[src/sq_pkg.sv]
// ======================================================================
// Shared constants, register opcodes and lookup tables for the pulse
// channels. Modules import it inside their bodies where needed.
// ======================================================================
package sq_pkg;

	localparam int ADDR_W = 5;
	localparam int PERIOD_W = 11;

	localparam logic [ADDR_W-1:0] ADDR_STATUS = 5'd8;

	// Register offset inside a channel window
	typedef enum logic [1:0] {
		REG_CTRL,
		REG_SWEEP,
		REG_TLO,
		REG_THI
	} sq_reg_e;

	// Bit n is the output at sequencer step n
	localparam logic [7:0] DUTY_TABLE [4] = '{
		8'b0000_0010,	// 12.5%
		8'b0000_0110,	// 25%
		8'b0001_1110,	// 50%
		8'b1111_1001	// 75% (inverted 25%)
	};

	// Length index to count
	localparam logic [7:0] LENGTH_TABLE [32] = '{
		8'd10, 8'd254, 8'd20, 8'd2, 8'd40, 8'd4, 8'd80, 8'd6,
		8'd160, 8'd8, 8'd60, 8'd10, 8'd14, 8'd12, 8'd26, 8'd14,
		8'd12, 8'd16, 8'd24, 8'd18, 8'd48, 8'd20, 8'd96, 8'd22,
		8'd192, 8'd24, 8'd72, 8'd26, 8'd16, 8'd28, 8'd32, 8'd30
	};

	localparam int FRAME_DIV = 64;	// Shortened for simulation
	localparam logic [PERIOD_W-1:0] MIN_PERIOD = 11'd8;

endpackage

[src/sq_apb_regs.sv]
// ======================================================================
// APB slave for the pulse channels. Decodes writes into per-channel
// strobes, keeps the channel enables and returns live state on reads.
// ======================================================================
`timescale 1ns/1ps

module sq_apb_regs (
	input  logic                      aclk,
	input  logic                      rst,
	input  logic                      psel,
	input  logic                      penable,
	input  logic                      pwrite,
	input  logic [sq_pkg::ADDR_W-1:0] paddr,
	input  logic [7:0]                pwdata,
	output logic [7:0]                prdata,
	output logic                      pready,
	output logic                      pslverr,
	output logic [1:0]                wr_ctrl,
	output logic [1:0]                wr_sweep,
	output logic [1:0]                wr_tlo,
	output logic [1:0]                wr_thi,
	output logic [7:0]                wdata,
	output logic [1:0]                ch_en,
	input  logic [sq_pkg::PERIOD_W-1:0] period0,
	input  logic [sq_pkg::PERIOD_W-1:0] period1,
	input  logic [1:0]                len_active
);
	import sq_pkg::*;

	logic access;
	logic ch_sel;
	logic ch_wr;
	logic is_status;
	sq_reg_e reg_sel;
	logic [PERIOD_W-1:0] period_sel;

	assign access = psel & penable;
	assign ch_sel = paddr[2];
	assign reg_sel = sq_reg_e'(paddr[1:0]);
	assign is_status = (paddr == ADDR_STATUS);
	assign ch_wr = access & pwrite & (paddr < ADDR_STATUS);
	assign period_sel = ch_sel ? period1 : period0;

	assign pready = 1'b1;	// No wait states
	assign pslverr = access & (paddr > ADDR_STATUS);
	assign wdata = pwdata;

	always_comb begin
		wr_ctrl = '0;
		wr_sweep = '0;
		wr_tlo = '0;
		wr_thi = '0;
		if (ch_wr) begin
			case (reg_sel)
				REG_CTRL:  wr_ctrl[ch_sel] = 1'b1;
				REG_SWEEP: wr_sweep[ch_sel] = 1'b1;
				REG_TLO:   wr_tlo[ch_sel] = 1'b1;
				REG_THI:   wr_thi[ch_sel] = 1'b1;
			endcase
		end
	end

	always_ff @(posedge aclk) begin
		if (rst) begin
			ch_en <= '0;
		end else if (access && pwrite && is_status) begin
			ch_en <= pwdata[1:0];
		end
	end

	always_comb begin
		prdata = '0;
		if (access && !pwrite) begin
			if (is_status) begin
				prdata = {6'd0, len_active};
			end else if (paddr < ADDR_STATUS) begin
				case (reg_sel)
					REG_TLO: prdata = period_sel[7:0];
					REG_THI: prdata = {5'd0, period_sel[10:8]};
					default: prdata = '0;	// Control and sweep are write-only
				endcase
			end
		end
	end

endmodule

[src/sq_apu_top.sv]
// ======================================================================
// Top level of the pulse pair: APB register block, frame sequencer
// and two channels differing only in sweep negate mode.
// ======================================================================
`timescale 1ns/1ps

module sq_apu_top (
	input  logic                      aclk,
	input  logic                      rst,
	input  logic                      psel,
	input  logic                      penable,
	input  logic                      pwrite,
	input  logic [sq_pkg::ADDR_W-1:0] paddr,
	input  logic [7:0]                pwdata,
	output logic [7:0]                prdata,
	output logic                      pready,
	output logic                      pslverr,
	output logic [3:0]                sq0_out,
	output logic [3:0]                sq1_out
);
	import sq_pkg::*;

	logic [1:0] wr_ctrl;
	logic [1:0] wr_sweep;
	logic [1:0] wr_tlo;
	logic [1:0] wr_thi;
	logic [7:0] wdata;
	logic [1:0] ch_en;
	logic [1:0] len_active;
	logic [PERIOD_W-1:0] period0;
	logic [PERIOD_W-1:0] period1;
	logic quarter_tick;
	logic half_tick;

	sq_apb_regs i_sq_apb_regs (
		.aclk       (aclk),
		.rst        (rst),
		.psel       (psel),
		.penable    (penable),
		.pwrite     (pwrite),
		.paddr      (paddr),
		.pwdata     (pwdata),
		.prdata     (prdata),
		.pready     (pready),
		.pslverr    (pslverr),
		.wr_ctrl    (wr_ctrl),
		.wr_sweep   (wr_sweep),
		.wr_tlo     (wr_tlo),
		.wr_thi     (wr_thi),
		.wdata      (wdata),
		.ch_en      (ch_en),
		.period0    (period0),
		.period1    (period1),
		.len_active (len_active)
	);

	sq_frame_seq i_sq_frame_seq (
		.aclk         (aclk),
		.rst          (rst),
		.quarter_tick (quarter_tick),
		.half_tick    (half_tick)
	);

	// Channel 0 negates in ones' complement
	sq_channel #(
		.NEG_ONES(1'b1)
	) i_sq_channel0 (
		.aclk         (aclk),
		.rst          (rst),
		.wr_ctrl      (wr_ctrl[0]),
		.wr_sweep     (wr_sweep[0]),
		.wr_tlo       (wr_tlo[0]),
		.wr_thi       (wr_thi[0]),
		.wdata        (wdata),
		.ch_en        (ch_en[0]),
		.quarter_tick (quarter_tick),
		.half_tick    (half_tick),
		.period       (period0),
		.len_active   (len_active[0]),
		.sq_out       (sq0_out)
	);

	sq_channel #(
		.NEG_ONES(1'b0)
	) i_sq_channel1 (
		.aclk         (aclk),
		.rst          (rst),
		.wr_ctrl      (wr_ctrl[1]),
		.wr_sweep     (wr_sweep[1]),
		.wr_tlo       (wr_tlo[1]),
		.wr_thi       (wr_thi[1]),
		.wdata        (wdata),
		.ch_en        (ch_en[1]),
		.quarter_tick (quarter_tick),
		.half_tick    (half_tick),
		.period       (period1),
		.len_active   (len_active[1]),
		.sq_out       (sq1_out)
	);

endmodule

[src/sq_channel.sv]
// ======================================================================
// One pulse channel: sweep, timer/duty and envelope stages feeding a
// registered 4-bit output sample.
// ======================================================================
`timescale 1ns/1ps

module sq_channel #(
	parameter bit NEG_ONES = 1'b0
) (
	input  logic                        aclk,
	input  logic                        rst,
	input  logic                        wr_ctrl,
	input  logic                        wr_sweep,
	input  logic                        wr_tlo,
	input  logic                        wr_thi,
	input  logic [7:0]                  wdata,
	input  logic                        ch_en,
	input  logic                        quarter_tick,
	input  logic                        half_tick,
	output logic [sq_pkg::PERIOD_W-1:0] period,
	output logic                        len_active,
	output logic [3:0]                  sq_out
);

	logic [1:0] duty;
	logic mute;
	logic duty_bit;
	logic [3:0] volume;

	sq_sweep #(
		.NEG_ONES(NEG_ONES)
	) i_sq_sweep (
		.aclk      (aclk),
		.rst       (rst),
		.wr_sweep  (wr_sweep),
		.wr_tlo    (wr_tlo),
		.wr_thi    (wr_thi),
		.wdata     (wdata),
		.half_tick (half_tick),
		.period    (period),
		.mute      (mute)
	);

	sq_timer_duty i_sq_timer_duty (
		.aclk     (aclk),
		.rst      (rst),
		.period   (period),
		.duty     (duty),
		.wr_thi   (wr_thi),
		.duty_bit (duty_bit)
	);

	sq_envelope i_sq_envelope (
		.aclk         (aclk),
		.rst          (rst),
		.wr_ctrl      (wr_ctrl),
		.wr_thi       (wr_thi),
		.wdata        (wdata),
		.ch_en        (ch_en),
		.quarter_tick (quarter_tick),
		.half_tick    (half_tick),
		.volume       (volume),
		.len_active   (len_active)
	);

	always_ff @(posedge aclk) begin
		if (rst) begin
			duty <= '0;
		end else if (wr_ctrl) begin
			duty <= wdata[7:6];
		end
	end

	// Output gate
	always_ff @(posedge aclk) begin
		if (rst) begin
			sq_out <= '0;
		end else if (duty_bit && !mute && len_active) begin
			sq_out <= volume;
		end else begin
			sq_out <= '0;
		end
	end

endmodule

[src/sq_envelope.sv]
// ======================================================================
// Envelope generator and length counter of one channel, clocked by
// the frame ticks and the control and timer-high writes.
// ======================================================================
`timescale 1ns/1ps

module sq_envelope (
	input  logic       aclk,
	input  logic       rst,
	input  logic       wr_ctrl,
	input  logic       wr_thi,
	input  logic [7:0] wdata,
	input  logic       ch_en,
	input  logic       quarter_tick,
	input  logic       half_tick,
	output logic [3:0] volume,
	output logic       len_active
);
	import sq_pkg::*;

	logic halt;
	logic const_vol;
	logic [3:0] vol;
	logic start;
	logic [3:0] decay;
	logic [3:0] div;
	logic [7:0] length;

	assign volume = const_vol ? vol : decay;
	assign len_active = (length != '0);

	always_ff @(posedge aclk) begin
		if (rst) begin
			halt <= 1'b0;
			const_vol <= 1'b0;
			vol <= '0;
			start <= 1'b0;
			decay <= '0;
			div <= '0;
			length <= '0;
		end else begin
			if (quarter_tick) begin
				if (start) begin
					start <= 1'b0;
					decay <= 4'd15;
					div <= vol;
				end else if (div == '0) begin
					div <= vol;
					if (decay != '0) begin
						decay <= decay - 1'b1;
					end else if (halt) begin
						decay <= 4'd15;	// Loop envelope
					end
				end else begin
					div <= div - 1'b1;
				end
			end

			if (half_tick && len_active && !halt) begin
				length <= length - 1'b1;
			end

			if (wr_ctrl) begin
				halt <= wdata[5];
				const_vol <= wdata[4];
				vol <= wdata[3:0];
			end

			if (wr_thi) begin
				start <= 1'b1;
				if (ch_en) begin
					length <= LENGTH_TABLE[wdata[7:3]];
				end
			end

			if (!ch_en) begin
				length <= '0;
			end
		end
	end

endmodule

[src/sq_frame_seq.sv]
// ======================================================================
// Frame divider producing quarter-frame and half-frame tick pulses
// for the envelopes, sweeps and length counters.
// ======================================================================
`timescale 1ns/1ps

module sq_frame_seq (
	input  logic aclk,
	input  logic rst,
	output logic quarter_tick,
	output logic half_tick
);
	import sq_pkg::*;

	localparam int CNT_W = $clog2(FRAME_DIV);

	logic [CNT_W-1:0] cnt;
	logic half_phase;

	assign quarter_tick = (cnt == CNT_W'(FRAME_DIV - 1));
	assign half_tick = quarter_tick & half_phase;	// Every second quarter

	always_ff @(posedge aclk) begin
		if (rst) begin
			cnt <= '0;
			half_phase <= 1'b0;
		end else begin
			if (quarter_tick) begin
				cnt <= '0;
				half_phase <= ~half_phase;
			end else begin
				cnt <= cnt + 1'b1;
			end
		end
	end

endmodule

[src/sq_sweep.sv]
// ======================================================================
// Period register with sweep unit: shifter, adder, divider and mute
// detection. NEG_ONES selects ones' complement negate.
// ======================================================================
`timescale 1ns/1ps

module sq_sweep #(
	parameter bit NEG_ONES = 1'b0
) (
	input  logic                        aclk,
	input  logic                        rst,
	input  logic                        wr_sweep,
	input  logic                        wr_tlo,
	input  logic                        wr_thi,
	input  logic [7:0]                  wdata,
	input  logic                        half_tick,
	output logic [sq_pkg::PERIOD_W-1:0] period,
	output logic                        mute
);
	import sq_pkg::*;

	logic sw_en;
	logic [2:0] sw_per;
	logic sw_neg;
	logic [2:0] sw_shift;
	logic [2:0] div;
	logic reload;
	logic [PERIOD_W-1:0] shifted;
	logic [PERIOD_W:0] target;	// Extra bit flags overflow
	logic do_sweep;

	assign shifted = period >> sw_shift;

	always_comb begin
		if (sw_neg) begin
			target = {1'b0, period} - {1'b0, shifted} - {{PERIOD_W{1'b0}}, NEG_ONES};
		end else begin
			target = {1'b0, period} + {1'b0, shifted};
		end
	end

	assign mute = (period < MIN_PERIOD) || (!sw_neg && target[PERIOD_W]);
	assign do_sweep = half_tick && (div == 3'd0) && sw_en && (sw_shift != 3'd0) && !mute;

	always_ff @(posedge aclk) begin
		if (rst) begin
			period <= '0;
			sw_en <= 1'b0;
			sw_per <= '0;
			sw_neg <= 1'b0;
			sw_shift <= '0;
			div <= '0;
			reload <= 1'b0;
		end else begin
			if (wr_tlo) begin
				period[7:0] <= wdata;
			end else if (wr_thi) begin
				period[10:8] <= wdata[2:0];
			end else if (do_sweep) begin
				period <= target[PERIOD_W-1:0];
			end

			if (half_tick) begin
				if (div == 3'd0 || reload) begin
					div <= sw_per;
				end else begin
					div <= div - 1'b1;
				end
				reload <= 1'b0;
			end

			if (wr_sweep) begin
				sw_en <= wdata[7];
				sw_per <= wdata[6:4];
				sw_neg <= wdata[3];
				sw_shift <= wdata[2:0];
				reload <= 1'b1;	// Wins over the tick clear
			end
		end
	end

endmodule

[src/sq_timer_duty.sv]
// ======================================================================
// Channel timer and 8-step duty sequencer. The step counter counts
// down once per timer reload and restarts on a timer-high write.
// ======================================================================
`timescale 1ns/1ps

module sq_timer_duty (
	input  logic                        aclk,
	input  logic                        rst,
	input  logic [sq_pkg::PERIOD_W-1:0] period,
	input  logic [1:0]                  duty,
	input  logic                        wr_thi,
	output logic                        duty_bit
);
	import sq_pkg::*;

	logic [PERIOD_W-1:0] cnt;
	logic [2:0] step;
	logic [7:0] pattern;
	logic reload;

	assign reload = (cnt == '0);
	assign pattern = DUTY_TABLE[duty];
	assign duty_bit = pattern[step];

	always_ff @(posedge aclk) begin
		if (rst) begin
			cnt <= '0;
		end else if (reload) begin
			cnt <= period;
		end else begin
			cnt <= cnt - 1'b1;
		end
	end

	// Sequencer steps on each timer reload
	always_ff @(posedge aclk) begin
		if (rst) begin
			step <= '0;
		end else if (wr_thi) begin
			step <= '0;
		end else if (reload) begin
			step <= step - 1'b1;	// Wraps 0 to 7
		end
	end

endmodule

[config.mk]
export PLATFORM = sky130hd
export DESIGN_NAME = sq_apu_top
export DESIGN_NICKNAME = d
export VERILOG_FILES = /design/src/sq_pkg.sv /design/src/sq_apb_regs.sv /design/src/sq_apu_top.sv /design/src/sq_channel.sv /design/src/sq_envelope.sv /design/src/sq_frame_seq.sv /design/src/sq_sweep.sv /design/src/sq_timer_duty.sv
export SDC_FILE = /design/constraint.sdc
export NUM_CORES = 1
export LEC_CHECK = 0
export BUFFER_PORTS_ARGS = -buffer_cell sky130_fd_sc_hd__clkbuf_2
export CORE_MARGIN = 4
export CORE_UTILIZATION = 45
export DETAILED_ROUTE_END_ITERATION = 7
export PLACE_DENSITY_LB_ADDON = 0.1
export RECOVER_POWER = 50
export SKIP_LAST_GASP = 1
export SYNTH_ARGS = -nofsm -noshare
export SYNTH_HDL_FRONTEND = slang
export SYNTH_SLANG_ARGS = --single-unit
[constraint.sdc]
create_clock -name aclk -period 8.7 [get_ports aclk]
set_input_delay 0.87 -clock aclk [delete_from_list [all_inputs] [get_ports aclk]]
set_output_delay 0.87 -clock aclk [all_outputs]
set_load 0.005 [all_outputs]
Word level (Yosys, flattened, before mapping)
Memories as Yosys holds them, arrays and structs flattened. Cells that the tools add are included.

Register bits after elaboration: 141. Bits in read-only memories: 256. Input bits: 18. Output and inout port bits: 18. Logic and storage cells: 233. Memories kept: 1.

Memory list: (no name shown) (depth 32, width 8, read ports 1, clocked after memory_dff 0, write ports 0, RTL line sq_envelope.sv:72) `length <= LENGTH_TABLE[wdata[7:3]];`.

$add $sub $neg: 18. $lt $le $gt $ge: 11. Equal/unequal tests: 7. Shift-type cells: 2. Muxes and demuxes: 65. Bitwise logic cells: 15. Reduce and logical (&&, ||, !) cells: 73.

Operator list (number): $mux 8 (17); $mux 4 (14); $mux 11 (5); $bmux 8 s2 (2); $add 11x11->12 (2); $mux 12 (2); $reduce_bool 2->1 (12); $sub 11x11->12 (2); $logic_and 1x1->1 (22); $logic_not 11->1 (2); $lt 11x4->1 const B (2); $shr 11x3->11 (2); $sub 11x1->11 const B (2); $mux 2 (8); $pmux 8 s2 (1); $reduce_bool 8->1 (2); $sub 4x1->4 const B (4); $sub 8x1->8 const B (2); $reduce_or 2->1 (7); $mux 3 (4); $reduce_bool 3->1 (4); $sub 12x1->12 const B (1); $sub 3x1->3 const B (4); $mux 1 (9); 27 further kinds (59).

Longest topological paths before layout
Depth in word-level cells: 11. Gate-level depth with buffers: 20. Gate-level depth less buffers: 18.

Hierarchy
From an unflattened synthesis, not the netlist that was laid out.

Cell total of the unflattened synthesis: 1321. Area, all modules: 10964.3 µm².

Modules (own cells, without submodules): sq_envelope (times used 2, cells an instance 196, area an instance 1625.3 µm²); sq_sweep (i_sq_channel0.i_sq_sweep) (times used 1, cells an instance 313, area an instance 2517.4 µm²); sq_sweep (i_sq_channel1.i_sq_sweep) (times used 1, cells an instance 300, area an instance 2339.7 µm²); sq_timer_duty (i_sq_channel1.i_sq_timer_duty) (times used 1, cells an instance 96, area an instance 853.3 µm²); sq_timer_duty (i_sq_channel0.i_sq_timer_duty) (times used 1, cells an instance 88, area an instance 815.8 µm²); sq_apb_regs (times used 1, cells an instance 73, area an instance 514.2 µm²); sq_channel (times used 2, cells an instance 15, area an instance 190.2 µm²); sq_frame_seq (times used 1, cells an instance 29, area an instance 292.8 µm²).

Worst setup path before layout
Ideal clock, no wire load.

Path kind: register -> register. Start: register i_sq_channel1.i_sq_sweep.sw_shift[0]. End: register i_sq_channel1.i_sq_sweep.period[3] (netlist name). Setup time: 0.091 ns. Data arrival time: 3.982 ns. Data required time: 8.609 ns. Setup slack: 4.627 ns. Stages on the path, launching flop included: 16. Buffers on the path: 0. Period minus slack after synthesis: 4.073 ns. Cells stage by stage: dfxtp_1 > mux4_2 > nand2_1 > o221ai_1 > inv_1 > ha_1 > o21ai_0 > ha_1 > nor2b_1 > o31a_1 > o41ai_1 > o221a_2 > a211o_2 > nand3_2 > or4_1 > a311oi_1.

Word-level cells in the longest chain between the ends: 9.

Ends and longest elaborated chain: start, declared (RTL line sq_sweep.sv:25) `logic [2:0] sw_shift;`; start signal, assigned (RTL line sq_sweep.sv:76) `sw_shift <= wdata[2:0];`; $shr 11x3->11 (RTL line sq_sweep.sv:32) `assign shifted = period >> sw_shift;`; $add 11x11->12 / $sub 11x11->12 (equally long branches) (RTL line sq_sweep.sv:38, sq_sweep.sv:36); $mux 12 (RTL line sq_sweep.sv:35) `if (sw_neg) begin`; $logic_and 1x1->1 (RTL line sq_sweep.sv:42) `assign mute = (period < MIN_PERIOD) || (!sw_neg && target[PERIOD_W]);`; $logic_or 1x1->1 (RTL line sq_sweep.sv:42); $logic_not 1->1 (RTL line sq_sweep.sv:43) `assign do_sweep = half_tick && (div == 3'd0) && sw_en && (sw_shift != 3'd0) && !mute;`; $logic_and 1x1->1 (RTL line sq_sweep.sv:43); $reduce_bool 2->1 (no line); $reduce_and 2->1 (no line); end signal, assigned (RTL line sq_sweep.sv:60) `period <= target[PERIOD_W-1:0];`; end, declared (RTL line sq_sweep.sv:17) `output logic [sq_pkg::PERIOD_W-1:0] period,`.

Several ways; a longest one is shown, not always the timed one. The select of a mux whose other input is x is not followed. A chain may end at the register's enable or synchronous reset.

Worst setup path in the final report
Start: input rst. End: register i_sq_channel1.sq_out[2].

Word-level cells in the longest chain between the ends: 1.

Ends and longest elaborated chain: start, declared (RTL line sq_apu_top.sv:9) `input logic rst,`; $reduce_or 2->1 (no line); end signal, assigned (RTL line sq_channel.sv:79) `sq_out <= volume;`; end, declared (RTL line sq_channel.sv:22) `output logic [3:0] sq_out`.

No other way between the ends.

==> results.md <==
- Required time of the critical path: 9.00 ns
- Final Hold Fails: 0
- Post-Synthesis Cell Area: 9650 µm²
- Initial antenna violation count: 0
- Yosys warns: 0
- Top cell by count, worst path: clkbuf_1
- Yosys cell types: 76
- # setup viols final: 0
- Ratio of cells with drive above 1 in the final layout: 0.0753
- Most common cell in the netlist: nor2_1
- Max rail drop VDD: roughly 100 µV
- CP endpoint: i_sq_channel1.sq_out[2]$_SDFF_PP0_
- Total wire length: 26400 µm
- Port Buffer Count: 34
- Iteration-0 DRC Markers: ~700
- ANT nets after route: 0
- Critical path class: primary input to flop
- Share of async-settable or async-resettable flops after synthesis: 0
- Hold Path Cell Cnt: 1
- Gpl congestion: 0.844
- Top_reg_cell synth: dfxtp_1
- Largest net degree at the start of global routing: 60
- Overall power: around 1.8 mW
- DRT Pass-1 Iters: 6
- Pins Over Slew Limit: roughly 120
- CP Capture Type: flop
- Vias in the first global route: approximately 8000
- Placed insts: around 1500
- Crit Path Max Fanout: between 50 and 60
- Post-synth EDFFs: 0
- Vias per cell: 5.76
- Initial core utilization: 0.458
- Worst Setup Start Kind: primary input
- Critical Path Source: rst
- Fillers: 2094
- CP max stage cell: clkbuf_1
- CP arrival: ~5.7 ns
- Vias: 8617
- N_diodes: 0
- Clock latency on the worst-skew pair: between 0.4 and 0.5 ns
- # clock sinks: ~140
- Violated checks: max-capacitance violations, max-slew violations
- CTS clk-pin slew, worst paths: around 0.060 ns
- Rows: 53
- First-pass GRT wire length: ~43000 µm
- GRT Util Overall: 0.221
- NumNets Final: between 1000 and 1500
- Setup Buffers After CTS: 0
- Area Growth Syn to Fin: 8.76%
- CTS Buf Count: 17
- Die ar.: around 24000 µm²
- Final instance area: roughly 10000 µm²
- Post-synthesis instance total: between 1000 and 1500
- Outcome: finished with violations
- Post-synthesis sequential area ratio: 0.292
- Fin cells: 1496
- Die X: between 150 and 200 µm
- Critical R2R Launch: i_sq_channel1.i_sq_sweep.sw_shift[0]$_SDFFE_PP0P_
- CP peak stage delay: approximately 2.0 ns
- Min-Delay Path Class: flop to flop
- IO Pins: 36
- Leakage power: between 4 and 5 nW
- Clock period minus worst slack: ~5.4 ns
- Reg2reg end: i_sq_channel1.i_sq_sweep.period[3]$_SDFFE_PP0P_
- R2R depth: 15
- Max_cap viols: 2
- Dpl hpwl: 18700 µm
- Top cells by count, synth: 188 x nor2_1, 141 x dfxtp_1, 89 x a21oi_1
- Sum of negative setup slack: 0 ns
- DRC: 0
- Placed Area: 9880 µm²
- CORE AREA: 21100 µm²
- PostCTS Resize Cnt: 0
- Leading area contributor after synthesis: dfxtp_1
- Reg-to-reg setup timing slack: about 3.5 ns
- CTS Buffer Depth: 2
- Net Count, Synth: about 1300
- Unrepaired setup endpoints after global routing: false
- #FFs+latches synth: around 140
- Routed WL per cell: about 18 µm
- Max Clk Rate: 0.186 GHz
- Die H: approximately 150 µm
- Layout Skew: 0.00872 ns
- Mean post-synth cell area: 7.88 µm²
- H-tree levels: 4
- Share of the synthesized area in the top cell type: 0.292
- Hold_buf cts: 0
- Rel. slew slack: -0.830
- Slew @ Worst Pin: roughly 2.7 ns
- Crit share post-route: 0.617
- CTS tree: yes
- Critical-path cell list: clkbuf_1, clkbuf_1, nor3_1, o2111ai_1, nor2_1
- Cell area power density: 176 nW/µm²
- CTS root buffer: clkbuf_16
- Global route overflow: 0
- Largest cells by area after synthesis: dfxtp_1 29%, mux2i_1 7.9%, ha_1 7.8%, nor2_1 7.3%, a21oi_1 4.6%
## layer usage
metal	wire, µm	vias to the layer above	track usage
met5	0	-	0
li1	-	4318	-
met2	12000	183	0.349
met4	251	0	0.0433
met1	13000	4092	0.318
met3	1150	24	0.0383
## layout make-up
cell class | instances | area, µm² | share of cell area
inverters | 68 | 255 | 0.0243
well taps | 275 | 344 | 0.0328
repair buffers | 36 | 176 | 0.0168
clock buffers | 19 | 443 | 0.0422
clock inverters | 13 | 181 | 0.0173
flip-flops and latches | 141 | 2820 | 0.269
multi-input cells | 944 | 6270 | 0.598
## sequential cells by signal (all words and copies together) (netlist names), 3 cells and up
register	flops
i_sq_channel1.i_sq_sweep.sw_shift	3
i_sq_channel1.sq_out	4
i_sq_channel0.i_sq_timer_duty.cnt	11
i_sq_channel1.i_sq_sweep.div	3
i_sq_channel0.i_sq_sweep.sw_per	3
i_sq_channel0.i_sq_sweep.div	3
i_sq_channel0.i_sq_envelope.decay	4
i_sq_channel0.i_sq_envelope.vol	4
i_sq_channel0.i_sq_envelope.length	8
i_sq_channel0.i_sq_envelope.div	4
i_sq_channel1.i_sq_envelope.vol	4
i_sq_channel1.i_sq_timer_duty.cnt	11
i_sq_channel1.i_sq_sweep.period	11
i_sq_channel1.i_sq_timer_duty.step	3
i_sq_channel1.i_sq_sweep.sw_per	3
i_sq_channel1.i_sq_envelope.decay	4
i_sq_channel1.i_sq_envelope.length	8
i_sq_channel0.i_sq_sweep.sw_shift	3
i_sq_channel0.i_sq_sweep.period	11
i_sq_channel0.sq_out	4
i_sq_channel1.i_sq_envelope.div	4
i_sq_channel0.i_sq_timer_duty.step	3
i_sq_frame_seq.cnt	6
## critical path, delay by kind of cell
kind	cells	cell delay, ns
AO/OA/AOI/OAI	1	0.36
buffers and inverters	2	3.94
AND/OR/NAND/NOR	2	0.41
## where the power goes
group          switching (mW)  total (mW)  internal [mW]
clock network           0.310       0.777          0.467
registers              0.0429       0.740          0.697
logic                   0.186       0.327          0.141
total                   0.539        1.84           1.30
## per-stage QoR
stage | hold slack [ns] | setup WS, ns | utilization
final | 0.470 | 3.33 | 0.498
after global routing | 0.502 | 2.90 | 0.498
after CTS | 0.473 | 3.58 | 0.498
after detailed placement | 0.466 | 3.60 | 0.469
after global placement | 0.456 | 3.69 | 0.469
after floorplan | 0.432 | 4.63 | -
## how the worst min path moves through the flow
stage | start | to | slack [ns]
2_1_floorplan | i_sq_frame_seq.cnt[0]$_SDFF_PP0_ | i_sq_frame_seq.cnt[0]$_SDFF_PP0_ | 0.43
3_3_place_gp | i_sq_frame_seq.cnt[0]$_SDFF_PP0_ | i_sq_frame_seq.cnt[0]$_SDFF_PP0_ | 0.46
3_5_place_dp | i_sq_frame_seq.cnt[0]$_SDFF_PP0_ | i_sq_frame_seq.cnt[0]$_SDFF_PP0_ | 0.47
4_1_cts | i_sq_frame_seq.cnt[0]$_SDFF_PP0_ | i_sq_frame_seq.cnt[0]$_SDFF_PP0_ | 0.47
5_1_grt | i_sq_channel1.i_sq_timer_duty.cnt[0]$_SDFF_PP0_ | i_sq_channel1.i_sq_timer_duty.cnt[0]$_SDFF_PP0_ | 0.50
6_report | i_sq_frame_seq.cnt[0]$_SDFF_PP0_ | i_sq_frame_seq.cnt[0]$_SDFF_PP0_ | 0.47
## cells in the final DEF, fill, tap and decap left out, types with 4 or more instances in the layout
| cell type | count |
|---|---|
| a31oi_1 | 8 |
| and2_1 | 5 |
| clkbuf_1 | 6 |
| clkbuf_16 | 17 |
| a211oi_1 | 35 |
| nor3b_1 | 5 |
| ha_1 | 60 |
| nand2_1 | 67 |
| a211o_1 | 6 |
| o21a_1 | 8 |
| nor3_1 | 55 |
| mux4_2 | 7 |
| nand2b_1 | 12 |
| inv_1 | 64 |
| xor2_1 | 29 |
| or3_1 | 16 |
| clkinv_1 | 4 |
| dfxtp_1 | 141 |
| nor2_1 | 188 |
| nor2b_1 | 13 |
| clkinv_4 | 5 |
| a21oi_1 | 89 |
| nand3_1 | 36 |
| a221oi_1 | 4 |
| a311oi_1 | 10 |
| clkbuf_2 | 30 |
| o21ai_0 | 54 |
| or4_1 | 8 |
| nor4_1 | 12 |
| mux2i_1 | 76 |
| o211ai_1 | 9 |
| xnor2_1 | 36 |
| a21o_1 | 5 |
| or2_2 | 8 |
| a2111oi_0 | 5 |
| and3_1 | 13 |
| o31ai_1 | 4 |
## logic make-up after synthesis
logic type      after synthesis  share of synthesized area
flops                       141                      0.292
buf+inv                     140                     0.0580
simple gates                454                      0.223
compound gates              275                      0.184
xor+xnor                     65                     0.0590
fa+ha+maj                    63                     0.0840
other cells                   1                   0.000389
mux                          86                     0.0987
(Power assumes the default switching activity.)
